<file path="config.mk">
export PLATFORM = sky130hd
export DESIGN_NAME = game_view_top
export DESIGN_NICKNAME = d
export VERILOG_FILES = /design/src/view_pkg.sv /design/src/draw_engine.sv /design/src/field_stock.sv /design/src/frame_divider.sv /design/src/game_view_fsm.sv /design/src/game_view_top.sv /design/src/round_timer.sv
export SDC_FILE = /design/constraint.sdc
export NUM_CORES = 1
export LEC_CHECK = 0
export BUFFER_PORTS_ARGS = -buffer_cell sky130_fd_sc_hd__clkbuf_2
export CAP_MARGIN = 15
export CORE_MARGIN = 2
export CORE_UTILIZATION = 50
export CTS_BUF_LIST = sky130_fd_sc_hd__clkbuf_8
export DETAILED_ROUTE_END_ITERATION = 12
export PLACE_DENSITY = 0.71
export SLEW_MARGIN = 20
export SYNTH_ARGS = -nofsm -noshare
export SYNTH_HDL_FRONTEND = slang
export SYNTH_HIERARCHICAL = 1
export SYNTH_SLANG_ARGS = --single-unit
</file>
<file path="constraint.sdc">
create_clock -name clk -period 2.9 [get_ports clk]
set_input_delay 0.29 -clock clk [delete_from_list [all_inputs] [get_ports clk]]
set_output_delay 0.29 -clock clk [all_outputs]
set_load 0.1 [all_outputs]
</file>
<file path="src/view_pkg.sv">
// view controller shared definitions
// sprite kinds, datapath widths, sprite sizes and per-level object maxima
package view_pkg;

	typedef enum logic [3:0] {
		sk_none,
		sk_background,
		sk_gold,
		sk_stone,
		sk_diamond,
		sk_hook,
		sk_num,
		sk_banner_start,
		sk_banner_over,
		sk_banner_next
	} sprite_kind_t;

	typedef logic [7:0] coord_t;
	typedef logic [7:0] count_t;
	typedef logic [4:0] max_t;
	typedef logic [3:0] level_t;
	typedef logic [9:0] score_t;

	// sprite sizes in pixels, small to keep sweeps short
	localparam coord_t BACKGROUND_W   = 8'd8;
	localparam coord_t BACKGROUND_H   = 8'd6;
	localparam coord_t GOLD_W         = 8'd4;
	localparam coord_t GOLD_H         = 8'd3;
	localparam coord_t STONE_W        = 8'd3;
	localparam coord_t STONE_H        = 8'd3;
	localparam coord_t DIAMOND_W      = 8'd2;
	localparam coord_t DIAMOND_H      = 8'd2;
	localparam coord_t HOOK_W         = 8'd2;
	localparam coord_t HOOK_H         = 8'd3;
	localparam coord_t NUM_W          = 8'd4;
	localparam coord_t NUM_H          = 8'd2;
	localparam coord_t BANNER_START_W = 8'd6;
	localparam coord_t BANNER_START_H = 8'd4;
	localparam coord_t BANNER_OVER_W  = 8'd6;
	localparam coord_t BANNER_OVER_H  = 8'd4;
	localparam coord_t BANNER_NEXT_W  = 8'd6;
	localparam coord_t BANNER_NEXT_H  = 8'd4;

	// size tables in sprite kind order
	localparam coord_t SPRITE_W [10] = '{
		8'd0, BACKGROUND_W, GOLD_W, STONE_W, DIAMOND_W, HOOK_W, NUM_W,
		BANNER_START_W, BANNER_OVER_W, BANNER_NEXT_W
	};
	localparam coord_t SPRITE_H [10] = '{
		8'd0, BACKGROUND_H, GOLD_H, STONE_H, DIAMOND_H, HOOK_H, NUM_H,
		BANNER_START_H, BANNER_OVER_H, BANNER_NEXT_H
	};

	// object maxima per level
	localparam max_t MAX_GOLD_BASE    = 5'd2;   // plus the level
	localparam max_t MAX_STONE_FIXED  = 5'd3;
	localparam max_t MAX_DIAMOND_BASE = 5'd1;   // plus the level

endpackage
</file>
<file path="src/draw_engine.sv">
`timescale 1ns/1ps
// shared sprite draw engine
// sweeps the requested sprite in raster order and pulses its done
module draw_engine
	import view_pkg::*;
(
	input  logic         clk,
	input  logic         resetn,
	input  logic         enable_draw_background,
	input  logic         enable_draw_gold,
	input  logic         enable_draw_stone,
	input  logic         enable_draw_diamond,
	input  logic         enable_draw_hook,
	input  logic         enable_draw_num,
	input  logic         enable_draw_gamestart,
	input  logic         enable_draw_gameover,
	input  logic         enable_draw_game_next_level,
	output logic         draw_background_done,
	output logic         draw_gold_done,
	output logic         draw_stone_done,
	output logic         draw_diamond_done,
	output logic         draw_hook_done,
	output logic         draw_num_done,
	output logic         draw_gamestart_done,
	output logic         draw_gameover_done,
	output logic         draw_game_next_level_done,
	output logic         plot,
	output sprite_kind_t sprite_kind,
	output coord_t       px,
	output coord_t       py
);
	typedef enum logic [1:0] {st_idle, st_sweep, st_rest} engine_state_t;

	engine_state_t state;
	sprite_kind_t req_kind, kind;
	coord_t w, h;
	logic last_pixel;

	// at most one enable is high
	always_comb begin
		req_kind = sk_none;
		if (enable_draw_background)
			req_kind = sk_background;
		else if (enable_draw_gold)
			req_kind = sk_gold;
		else if (enable_draw_stone)
			req_kind = sk_stone;
		else if (enable_draw_diamond)
			req_kind = sk_diamond;
		else if (enable_draw_hook)
			req_kind = sk_hook;
		else if (enable_draw_num)
			req_kind = sk_num;
		else if (enable_draw_gamestart)
			req_kind = sk_banner_start;
		else if (enable_draw_gameover)
			req_kind = sk_banner_over;
		else if (enable_draw_game_next_level)
			req_kind = sk_banner_next;
	end

	always_ff @(posedge clk) begin
		if (!resetn) begin
			state <= st_idle;
		end else begin
			case (state)
				st_idle:  if (req_kind != sk_none) state <= st_sweep;
				st_sweep: if (last_pixel) state <= st_rest;
				// one dead cycle lets the controller drop its enable
				st_rest:  state <= st_idle;
				default:  state <= st_idle;
			endcase
		end
	end

	// latch the request in idle, then step x fastest
	always_ff @(posedge clk) begin
		if (state == st_idle) begin
			kind <= req_kind;
			w <= SPRITE_W[req_kind];
			h <= SPRITE_H[req_kind];
			px <= '0;
			py <= '0;
		end else if (state == st_sweep) begin
			if (px == w - 1'b1) begin
				px <= '0;
				py <= py + 1'b1;
			end else begin
				px <= px + 1'b1;
			end
		end
	end

	assign last_pixel  = (state == st_sweep) && (px == w - 1'b1) && (py == h - 1'b1);
	assign plot        = (state == st_sweep);
	assign sprite_kind = plot ? kind : sk_none;

	assign draw_background_done      = last_pixel && (kind == sk_background);
	assign draw_gold_done            = last_pixel && (kind == sk_gold);
	assign draw_stone_done           = last_pixel && (kind == sk_stone);
	assign draw_diamond_done         = last_pixel && (kind == sk_diamond);
	assign draw_hook_done            = last_pixel && (kind == sk_hook);
	assign draw_num_done             = last_pixel && (kind == sk_num);
	assign draw_gamestart_done       = last_pixel && (kind == sk_banner_start);
	assign draw_gameover_done        = last_pixel && (kind == sk_banner_over);
	assign draw_game_next_level_done = last_pixel && (kind == sk_banner_next);

endmodule

</file>
<file path="src/field_stock.sv">
`timescale 1ns/1ps
// field object stock
// counts objects drawn this frame, holds the level and its object maxima
module field_stock
	import view_pkg::*;
(
	input  logic   clk,
	input  logic   resetn,
	input  logic   resetn_gold_stone_diamond,
	input  logic   level_up,
	input  logic   draw_gold_done,
	input  logic   draw_stone_done,
	input  logic   draw_diamond_done,
	output count_t gold_count,
	output count_t stone_count,
	output count_t diamond_count,
	output max_t   max_gold,
	output max_t   max_stone,
	output max_t   max_diamond,
	output level_t level
);

	always_ff @(posedge clk) begin
		if (!resetn || !resetn_gold_stone_diamond) begin
			gold_count <= '0;
			stone_count <= '0;
			diamond_count <= '0;
		end else begin
			if (draw_gold_done)
				gold_count <= gold_count + 1'b1;
			if (draw_stone_done)
				stone_count <= stone_count + 1'b1;
			if (draw_diamond_done)
				diamond_count <= diamond_count + 1'b1;
		end
	end

	// level saturates at its top value
	always_ff @(posedge clk) begin
		if (!resetn)
			level <= '0;
		else if (level_up && level != '1)
			level <= level + 1'b1;
	end

	assign max_gold    = MAX_GOLD_BASE + max_t'(level);
	assign max_stone   = MAX_STONE_FIXED;
	assign max_diamond = MAX_DIAMOND_BASE + max_t'(level);

endmodule

</file>
<file path="src/frame_divider.sv">
`timescale 1ns/1ps
// frame tick divider, one-cycle pulse every FRAME_DIV clocks
module frame_divider #(
	parameter int FRAME_DIV = 16
) (
	input  logic clk,
	input  logic resetn,
	output logic frame
);
	localparam int DIV_W = (FRAME_DIV > 1) ? $clog2(FRAME_DIV) : 1;

	logic [DIV_W-1:0] count;

	// reload on zero
	always_ff @(posedge clk) begin
		if (!resetn || count == '0)
			count <= DIV_W'(FRAME_DIV - 1);
		else
			count <= count - 1'b1;
	end

	assign frame = (count == '0);

endmodule

</file>
<file path="src/game_view_fsm.sv">
`timescale 1ns/1ps
// game view controller
// walks the screens: banners, background, objects, hook, score and play
module game_view_fsm
	import view_pkg::*;
(
	input  logic   clk,
	input  logic   resetn,
	input  logic   go,
	input  logic   frame,
	input  logic   game_end,
	input  logic   next_level,
	input  logic   draw_background_done,
	input  logic   draw_gold_done,
	input  logic   draw_stone_done,
	input  logic   draw_diamond_done,
	input  logic   draw_hook_done,
	input  logic   draw_num_done,
	input  logic   draw_gamestart_done,
	input  logic   draw_gameover_done,
	input  logic   draw_game_next_level_done,
	input  count_t gold_count,
	input  count_t stone_count,
	input  count_t diamond_count,
	input  max_t   max_gold,
	input  max_t   max_stone,
	input  max_t   max_diamond,
	output logic   enable_draw_background,
	output logic   enable_draw_gold,
	output logic   enable_draw_stone,
	output logic   enable_draw_diamond,
	output logic   enable_draw_hook,
	output logic   enable_draw_num,
	output logic   enable_draw_gamestart,
	output logic   enable_draw_gameover,
	output logic   enable_draw_game_next_level,
	output logic   enable_random,
	output logic   timer_enable,
	output logic   time_resetn,
	output logic   resetn_rope,
	output logic   resetn_gold_stone_diamond,
	output logic   level_up
);
	typedef enum logic [4:0] {
		st_start, st_draw_gamestart, st_gamestart_wait, st_generate,
		st_draw_background, st_object_select, st_draw_gold, st_draw_stone,
		st_draw_diamond, st_object_done, st_draw_hook, st_hook_wait, st_draw_num,
		st_game, st_draw_gameover, st_draw_next_level, st_over_press,
		st_over_release, st_next_press, st_level_up
	} view_state_t;

	view_state_t state, next_state;
	logic gold_full, stone_full, diamond_full;

	assign gold_full    = gold_count >= count_t'(max_gold);
	assign stone_full   = stone_count >= count_t'(max_stone);
	assign diamond_full = diamond_count >= count_t'(max_diamond);

	always_comb begin
		next_state = state;
		case (state)
			st_start:           next_state = st_draw_gamestart;
			st_draw_gamestart:  next_state = st_gamestart_wait;
			st_gamestart_wait:  if (draw_gamestart_done) next_state = st_generate;
			st_generate:        if (go) next_state = st_draw_background;
			st_draw_background: if (draw_background_done) next_state = st_object_select;
			// gold first, then stone, then diamond, then the hook
			st_object_select: begin
				if (!gold_full)
					next_state = st_draw_gold;
				else if (!stone_full)
					next_state = st_draw_stone;
				else if (!diamond_full)
					next_state = st_draw_diamond;
				else
					next_state = st_draw_hook;
			end
			st_draw_gold:       if (draw_gold_done) next_state = st_object_done;
			st_draw_stone:      if (draw_stone_done) next_state = st_object_done;
			st_draw_diamond:    if (draw_diamond_done) next_state = st_object_done;
			st_object_done:     next_state = st_object_select;
			st_draw_hook:       next_state = st_hook_wait;
			st_hook_wait:       if (draw_hook_done) next_state = st_draw_num;
			st_draw_num:        if (draw_num_done) next_state = st_game;
			st_game: begin
				if (game_end)
					next_state = next_level ? st_draw_next_level : st_draw_gameover;
				else if (frame)
					next_state = st_draw_background;
			end
			st_draw_gameover:   if (draw_gameover_done) next_state = st_over_press;
			st_draw_next_level: if (draw_game_next_level_done) next_state = st_next_press;
			st_over_press:      if (go) next_state = st_over_release;
			st_over_release:    if (!go) next_state = st_draw_gamestart;
			st_next_press:      if (go) next_state = st_level_up;
			st_level_up:        next_state = st_draw_background;
			default:            next_state = st_start;
		endcase
	end

	always_comb begin
		enable_draw_background      = 1'b0;
		enable_draw_gold            = 1'b0;
		enable_draw_stone           = 1'b0;
		enable_draw_diamond         = 1'b0;
		enable_draw_hook            = 1'b0;
		enable_draw_num             = 1'b0;
		enable_draw_gamestart       = 1'b0;
		enable_draw_gameover        = 1'b0;
		enable_draw_game_next_level = 1'b0;
		enable_random               = 1'b0;
		timer_enable                = 1'b0;
		time_resetn                 = 1'b1;
		resetn_rope                 = 1'b1;
		resetn_gold_stone_diamond   = 1'b1;
		level_up                    = 1'b0;
		case (state)
			st_draw_gamestart, st_gamestart_wait: begin
				enable_draw_gamestart = 1'b1;
				resetn_rope = 1'b0;
			end
			// placement is randomised while waiting for go
			st_generate: begin
				enable_random = 1'b1;
				time_resetn = 1'b0;
				resetn_rope = 1'b0;
			end
			st_draw_background: begin
				enable_draw_background = 1'b1;
				timer_enable = 1'b1;
			end
			st_draw_gold: begin
				enable_draw_gold = 1'b1;
				timer_enable = 1'b1;
			end
			st_draw_stone: begin
				enable_draw_stone = 1'b1;
				timer_enable = 1'b1;
			end
			st_draw_diamond: begin
				enable_draw_diamond = 1'b1;
				timer_enable = 1'b1;
			end
			st_draw_hook, st_hook_wait: begin
				enable_draw_hook = 1'b1;
				timer_enable = 1'b1;
			end
			st_draw_num: begin
				enable_draw_num = 1'b1;
				timer_enable = 1'b1;
			end
			st_object_select, st_object_done: timer_enable = 1'b1;
			// counts clear so the next frame redraws every object
			st_game: begin
				timer_enable = 1'b1;
				resetn_gold_stone_diamond = 1'b0;
			end
			st_draw_gameover:   enable_draw_gameover = 1'b1;
			st_draw_next_level: enable_draw_game_next_level = 1'b1;
			st_over_press, st_over_release, st_next_press: begin
				time_resetn = 1'b0;
				resetn_rope = 1'b0;
				resetn_gold_stone_diamond = 1'b0;
			end
			st_level_up: level_up = 1'b1;
			default: ;
		endcase
	end

	always_ff @(posedge clk) begin
		if (!resetn)
			state <= st_start;
		else
			state <= next_state;
	end

endmodule

</file>
<file path="src/game_view_top.sv">
`timescale 1ns/1ps
// game view top level
// controller FSM with draw engine, object stock, round timer and frame tick
module game_view_top
	import view_pkg::*;
#(
	parameter int FRAME_DIV    = 16,
	parameter int ROUND_FRAMES = 3,
	parameter int SCORE_TARGET = 100
) (
	input  logic         clk,
	input  logic         resetn,
	input  logic         go,
	input  score_t       score,
	output logic         plot,
	output sprite_kind_t sprite_kind,
	output coord_t       px,
	output coord_t       py,
	output logic         enable_random,
	output logic         resetn_rope,
	output level_t       level
);
	// draw requests and completions
	logic enable_draw_background, enable_draw_gold, enable_draw_stone;
	logic enable_draw_diamond, enable_draw_hook, enable_draw_num;
	logic enable_draw_gamestart, enable_draw_gameover, enable_draw_game_next_level;
	logic draw_background_done, draw_gold_done, draw_stone_done;
	logic draw_diamond_done, draw_hook_done, draw_num_done;
	logic draw_gamestart_done, draw_gameover_done, draw_game_next_level_done;

	// stock, timer and tick
	count_t gold_count, stone_count, diamond_count;
	max_t max_gold, max_stone, max_diamond;
	logic frame, game_end, next_level;
	logic timer_enable, time_resetn, resetn_gold_stone_diamond, level_up;

	game_view_fsm i_fsm (.*);

	frame_divider #(
		.FRAME_DIV(FRAME_DIV)
	) i_frame_divider (.*);

	draw_engine i_draw_engine (.*);

	field_stock i_field_stock (.*);

	round_timer #(
		.ROUND_FRAMES(ROUND_FRAMES),
		.SCORE_TARGET(SCORE_TARGET)
	) i_round_timer (.*);

endmodule

</file>
<file path="src/round_timer.sv">
`timescale 1ns/1ps
// round timer, ends the round after ROUND_FRAMES frame ticks
// and compares the score with the level target
module round_timer
	import view_pkg::*;
#(
	parameter int ROUND_FRAMES = 3,
	parameter int SCORE_TARGET = 100
) (
	input  logic   clk,
	input  logic   resetn,
	input  logic   time_resetn,
	input  logic   timer_enable,
	input  logic   frame,
	input  score_t score,
	output logic   game_end,
	output logic   next_level
);
	localparam int CNT_W = $clog2(ROUND_FRAMES + 1);

	logic [CNT_W-1:0] frame_count;

	// holds at ROUND_FRAMES until cleared
	always_ff @(posedge clk) begin
		if (!resetn || !time_resetn)
			frame_count <= '0;
		else if (timer_enable && frame && !game_end)
			frame_count <= frame_count + 1'b1;
	end

	assign game_end   = (frame_count == CNT_W'(ROUND_FRAMES));
	assign next_level = (score >= score_t'(SCORE_TARGET));

endmodule

</file>
# After elaboration in Yosys (flattened, before gate mapping)
# Memories as Yosys holds them, arrays and structs flattened. A register that Yosys moved wholly into a read port is not among the register bits.
# Cells that the tools add are included.
dict set report totals {
  reg_bits 61
  mem_bits_ro 256
  in_bits 13
  output_inout_bits 27
  wordCells 158
  memories 2
}
dict set report op_classes {
  add_sub_neg 12
  order_cmp 4
  eq_ne 49
  muxes 47
  n_bitwise 1
  n_reduce_logical 32
}
# memory depth width read_ports rd_clocked_by_memory_dff write_ports line_no
set memory_table {}
lappend memory_table {{(no name shown)} 16 8 1 1 0 draw_engine.sv:80} ;# w <= SPRITE_W[req_kind];
lappend memory_table {{(no name shown)} 16 8 1 1 0 draw_engine.sv:81} ;# h <= SPRITE_H[req_kind];
# cell n
set ops {}
lappend ops {{$pmux W5 S20} 1}
lappend ops {{$mux W5} 17}
lappend ops {{$add A8 B1 Y8 const B} 5}
lappend ops {{$eq A5 B4 Y1 const B} 8}
lappend ops {{$mux W4} 10}
lappend ops {{$ne A2 B2 Y1 const B} 14}
lappend ops {{$eq A5 B3 Y1 const B} 4}
lappend ops {{$eq A5 B5 Y1 const B} 4}
lappend ops {{$eq A4 B3 Y1 const B} 4}
lappend ops {{$eq A8 B8 Y1} 2}
lappend ops {{$ge A8 B5 Y1} 2}
lappend ops {{$sub A8 B1 Y8 const B} 2}
lappend ops {{$logic_and A1 B1 Y1} 14}
lappend ops {{$mux W1} 14}
lappend ops {{$reduce_and A14 Y1} 1}
lappend ops {{$eq A5 B2 Y1 const B} 2}
lappend ops {{$ge A10 B7 Y1 const B} 1}
lappend ops {{$reduce_or A10 Y1} 1}
lappend ops {{$eq A4 B2 Y1 const B} 2}
lappend ops {{$eq A4 B4 Y1 const B} 2}
lappend ops {{$ge A8 B2 Y1 const B} 1}
lappend ops {{$mux W8} 1}
lappend ops {{$reduce_or A4 Y1} 2}
lappend ops {{$mux W2} 3}
lappend ops {{other kinds (23)} 28}

# Logic depth before layout (Yosys ltp)
dict set report logic_depth {
  word_depth 14
  depth_mapped 14
  depth_no_buf 14
}

# Hierarchy
# Netlist, hierarchy kept.
# mod instances cells_each area_per_inst_um2 seq_area_each_um2
set by_module_without_submodules {}
lappend by_module_without_submodules {draw_engine 1 203 1824.2 690.7}
lappend by_module_without_submodules {field_stock 1 148 1308.8 560.5}
lappend by_module_without_submodules {game_view_fsm 1 161 1107.3 100.1}
lappend by_module_without_submodules {frame_divider 1 18 168.9 80.1}
lappend by_module_without_submodules {round_timer 1 13 121.4 40.0}

# Worst setup path after synthesis
# OpenSTA, ideal clock, no wires.
dict set report synth_path {
  path_type {reg2reg}
  start {register i_draw_engine.px[3]}
  end {register i_fsm.state[1]}
  setup_time_ps 75
  arrival_time_ps 3199
  required_ps 2825
  setup_slack_ps -374
  stages_incl_launch_ff 12
  path_buffers 0
  period_less_slack_ps 3274
  path_cell_list {dfxtp_1 xnor2_1 nor4_4 and3_1 nand4_2 nor4_1 nor2_1 o211ai_1 o211ai_2 a21oi_2 nand3_1 o22ai_1}
}
dict set report synth_between {
  elab_chain_cells 6
  elab_cells_between_ends 22
  cone_classes {eq/ne: 10; reduce/logical: 12}
}
# item line_no
set synth_rtl {}
lappend synth_rtl {{from (decl)} draw_engine.sv:29} ;# output coord_t px,
lappend synth_rtl {{from (signal assigned)} draw_engine.sv:89} ;# px <= px + 1'b1;
lappend synth_rtl {{$eq A8 B8 Y1} draw_engine.sv:94} ;# assign last_pixel = (state == st_sweep) && (px == w - 1'b1) && (py == h - 1'b1);
lappend synth_rtl {{$logic_and A1 B1 Y1 (2 in a row)} draw_engine.sv:94}
lappend synth_rtl {{$logic_and A1 B1 Y1} draw_engine.sv:101} ;# assign draw_diamond_done = last_pixel && (kind == sk_diamond);
lappend synth_rtl {{named net draw_diamond_done} game_view_top.sv:28} ;# logic draw_diamond_done, draw_hook_done, draw_num_done;
lappend synth_rtl {{$ne A2 B2 Y1 (no line)} n/a}
lappend synth_rtl {{$reduce_and A14 Y1 (no line)} n/a}
lappend synth_rtl {{to (signal assigned)} game_view_fsm.sv:172} ;# state <= st_start;
lappend synth_rtl {{to (signal assigned)} game_view_fsm.sv:174} ;# state <= next_state;
lappend synth_rtl {{to (decl)} game_view_fsm.sv:52} ;# view_state_t state, next_state;
# The timed path passes the listed nets, and every way through them passes these cells.
# A chain may end at the register's enable or synchronous reset.

# Worst setup path in the final report
dict set report layout_path {
  start {register i_draw_engine.w[1]}
  end {register i_fsm.state[3]}
}
dict set report layout_between {
  elab_chain_cells 7
  elab_cells_between_ends 23
  cone_classes {add/sub: 1; eq/ne: 10; reduce/logical: 12}
}
# item line_no
set layout_rtl {}
lappend layout_rtl {{from (decl)} draw_engine.sv:36} ;# coord_t w, h;
lappend layout_rtl {{$sub A8 B1 Y8} draw_engine.sv:94}
lappend layout_rtl {{$eq A8 B8 Y1} draw_engine.sv:94}
lappend layout_rtl {{$logic_and A1 B1 Y1 (2 in a row)} draw_engine.sv:94}
lappend layout_rtl {{$logic_and A1 B1 Y1} draw_engine.sv:99} ;# assign draw_gold_done = last_pixel && (kind == sk_gold);
lappend layout_rtl {{named net draw_gold_done} game_view_top.sv:27} ;# logic draw_background_done, draw_gold_done, draw_stone_done;
lappend layout_rtl {{$ne A2 B2 Y1 (no line)} n/a}
lappend layout_rtl {{$reduce_and A14 Y1 (no line)} n/a}
# The timed path passes the listed nets, and every way through them passes these cells.

==> impl_summary.md <==
Die
The area inside the core boundary is between 8000 and 9000 sq um. Row generation in the floorplan step produced 34 rows. 40 I/O pins were placed.

The die outline width is between 90 and 100 microns. The die boundary height is a little under 100 microns. For this configuration, the core starts out at a cell density of between 50 and 60%. The total die area is 9840 sq um.

STA
The routed design could run at a clock period as short as roughly 3 ns. For the pin with the worst max-slew slack, the measured transition is ~0.90 ns. In the post-route analysis, the smallest setup slack over all paths is -0.0294 ns. The total count of hold-check failures in the final report is 0. The number of slew-limit violations in the final report is 0.

The clock arrives with between 0.01 and 0.015 ns of skew. The final cycle utilization of the critical path is 101%. The maximum clock frequency is 0.341 GHz. Setup violations remaining at the end of the flow were counted as 4. The setup TNS after final layout is -0.0955 ns. Setup repair after global routing could not meet its margin everywhere.

The relative max-transition margin is 40.0%.

Clock network
The total CTS buffers is 9. For the worst-skew pair, the clock arrives at the later sink with an insertion delay of 0.35 ns. After clock tree synthesis, the flow added hold-fix buffers numbering 0. The CTS tree is done. The register clock-pin slew on the reported worst setup and hold paths is about 0.080 ns.

The number of H-tree branching levels is 3. The CTS sink count is between 60 and 70. The root buffer cell chosen for the clock tree is clkbuf_8. The maximum clock path buffer count is 2.

Place
The congestion estimate from routability-driven global placement came to approximately 0.81. Including well taps, the total number of placed cells is 679. The placed instances occupy a cell area of about 4900 sq um.

The count of buffers inserted at the top-level ports is 37. The pre-CTS setup slack is -0.232 ns. The detailed-placement wirelength estimate is between 7000 and 8000 microns.

Global routing
The first global-routing pass estimated 17800 microns of wire. Global routing used a little over a fifth of the available tracks. The via count of the first global-routing pass is roughly 4000. The initial antenna violation count is 0.

Entering global routing, the biggest net connects 25 pins. The overall overflow remaining after global route is 0.

Pwr
The total leakage power is ~2.3 nW. Registers are responsible for between 30 and 40% of the overall power. IR analysis of the VDD net gives a maximum drop of 0.302 mV. The power per unit of standard cell area is around 770 nW/um^2. Of the total power, combinational logic draws 48.7%. The switching power of the nets is approximately 0.0019 W. Net switching is a little under half of the power. The proportion of power drawn by the clock network is 20.3%. The internal power of the cells is 0.00231 W.

Drt
The wire length per cell is between 15 and 20 microns. In the routed design, unresolved DRC markers number 0. The DRC marker count from the first detailed-route iteration is 170.

Wires add up to approximately 11000 microns. The routed layout has just over 4000 vias. In this run the remaining antenna-violating nets after routing total 0.

The mean number of vias per cell is about 6. The first detailed-routing pass took 4 iterations.

Final layout
The filler cells instantiated in the layout total roughly 750. In the final layout, the share of cells above drive strength 1 is ~25%. Registers take about 1500 sq um. The final antenna diode count is 0. The final cell count without fillers is ~710. The net count of the finished layout is between 600 and 700.

The post-layout instance area is 5470 sq um. The post-synthesis to final-layout area growth is 20.7%. Summing all multi-input logic gate instances after layout gives roughly 3000 sq um.

Critical path
For this run, the slowest stage of the critical path takes between 0.4 and 0.5 ns. In this run the worst path has a maximum fanout of 4. In this run the critical register-to-register path is captured at i_fsm/state[3]. The signal on the critical path passes through buf_6, inv_4, ha_4, xnor2_4, nor4_4, and3_4, buf_12, nand4_4, nor4_4, mux4_2, nand2_2, a21oi_2, nand3_2, o22ai_2. The critical path is of the reg -> reg type.

The depth of the worst register-to-register path is 14. The largest individual stage delay along the critical path comes from the cell edfxtp_1. The worst reg2reg path startpoint is i_draw_engine/w[1].

At the worst endpoint, the arrival time is between 3 and 4 ns. The worst setup path is launched from a flop. STA puts the critical path data required time at between 3 and 4 ns. The most numerous cell type found on the critical path is nor4_4. The register-to-register path setup slack is -0.03 ns. The endpoint kind of the worst setup timing path is a flop.

Logic synthesis
The synthesized design spends more area on one cell type than any other, namely dfxtp_1. The synthesized instance count is about 540. The number of different library cells used by synthesis comes to 70. The number of enable flip-flop cells after synthesis is 11.

Counting instances in the post-synthesis netlist gives the leading cell types as 57 x dfxtp_1, 46 x nand2_1, 39 x nor2_1. The Yosys step of the flow raised 6 warnings. In the synthesized netlist the dominant register cell turns out to be dfxtp_1. The post-synthesis instance area is roughly 4500 sq um. The share of synthesized registers carrying an async set or reset is 0%. The proportion of synthesized chip area in sequential cells is about a third. By area the synthesized netlist is led by dfxtp_1 25%, ha_1 7.7%, edfxtp_1 7.3%. The post-synthesis sequential element count is 68. The top-area cell type share of the netlist area is 25.2%. Averaged over all synthesized cells, the footprint is about 8.3 sq um. In the post-synthesis netlist, the cell with the most instances is dfxtp_1.

Worst hold path
The worst hold path passes through 2 cells. For hold timing, the worst endpoint is i_frame_divider/count[2]. The path category of the worst min-delay check is in -> reg. The startpoint identified for the worst hold timing path is resetn.

Job
The max-cap check violation count is 0.

Run status
The final reports fail on negative setup slack. The run finished, with violations left.
==> cells in the final DEF, fill, tap and decap left out, drive strengths merged, types with 22 or more instances in the layout <==
master / instances
nand2b: 22
ha: 28
nor2: 39
clkbuf: 46
nand2: 46
a21oi: 33
inv: 35
buf: 33
dfxtp: 57
==> logic make-up (layout without fill, tap and decap cells) <==
| kind of cell | after synthesis | in the layout | synth area share (%) |
|---|---|---|---|
| fa+ha+maj | 28 | 28 | 7.73 |
| xor+xnor | 30 | 30 | 5.80 |
| buf+inv | 68 | 121 | 7.26 |
| compound gates | 114 | 114 | 17.3 |
| other cells | 2 | 5 | 0.166 |
| simple gates | 227 | 228 | 27.6 |
| flops | 68 | 68 | 32.5 |
| mux | 6 | 6 | 1.60 |
==> routing by layer <==
metal,track usage (%),vias up,wire [microns]
met5,0,-,0
met4,7.27,0,130
met3,3.44,11,364
met2,38.1,90,5480
met1,27.4,1972,4750
li1,-,2071,-
==> worst max path at each step <==
stage	from	endpoint	slack, ns	depth (start not counted)
floorplan	i_draw_engine/w[0]	i_fsm/state[1]	0.01	12
global placement	i_draw_engine/w[1]	i_fsm/state[3]	-0.02	13
detailed placement	i_draw_engine/w[1]	i_fsm/state[3]	-0.23	13
CTS	i_draw_engine/w[1]	i_fsm/state[3]	-0.08	14
global route	i_draw_engine/w[1]	i_fsm/state[4]	-0.23	16
finish	i_draw_engine/w[1]	i_fsm/state[3]	-0.03	14
==> registers in the layout, summed over array words and instances, names as in the netlist, 4 cells and up <==
| signal | cells |
|---|---|
| i_fsm/state | 5 |
| i_field_stock/gold_count | 8 |
| i_draw_engine/kind | 4 |
| i_draw_engine/px | 8 |
| i_field_stock/stone_count | 8 |
| i_frame_divider/count | 4 |
| i_draw_engine/w | 4 |
| i_field_stock/level | 4 |
| i_draw_engine/py | 8 |
| i_field_stock/diamond_count | 8 |
==> power groups by stage <==
stage | Sequential, W | Combinational, W | Clock [W]
after floorplan | 0.00135 | 0.00142 | 0
after global placement | 0.00130 | 0.00177 | 0
after detailed placement | 0.00130 | 0.00182 | 0
after CTS | 0.00129 | 0.00196 | 0.000872
after global routing | 0.00133 | 0.00224 | 0.000912
final | 0.00131 | 0.00206 | 0.000857
==> worst max-delay path, delay by kind of cell, from the launching register on <==
family                     cells  cell delay (ns)
AOI/OAI and AO/OA              2             0.36
xor gates and xnor gates       1             0.15
adders and majority gates      1             0.20
buffers and inverters          3             0.31
DFF                            1             0.45
muxes                          1             0.30
and+or+nand+nor                6             1.09
==> cell type report <==
class                      count  area share, %
tap                          108           2.47
clock buffer                   9           2.27
inverter                      35           2.45
timing repair buffer          70           8.70
sequential                    68           27.2
multi-input combinational    411           55.2
clock inverter                 7           1.67
==> per-stage QoR <==
stage	hold WS (ns)	power [W]	util [%]
6_report	0.411	0.00423	62.4
2_1_floorplan	0.352	0.00276	-
5_1_grt	0.444	0.00448	62.4
4_1_cts	0.399	0.00412	60.2
3_3_place_gp	0.398	0.00307	55.8
3_5_place_dp	0.420	0.00312	55.8
==> repair_timing <==
action                     4_1_cts  5_1_grt
buffers inserted                 8        7
hold endpoints to repair         0        0
resized for setup               15       33
pin swaps                       16       13
gates cloned                     1        0
setup endpoints to repair       17       23
(Power assumes the default switching activity.)
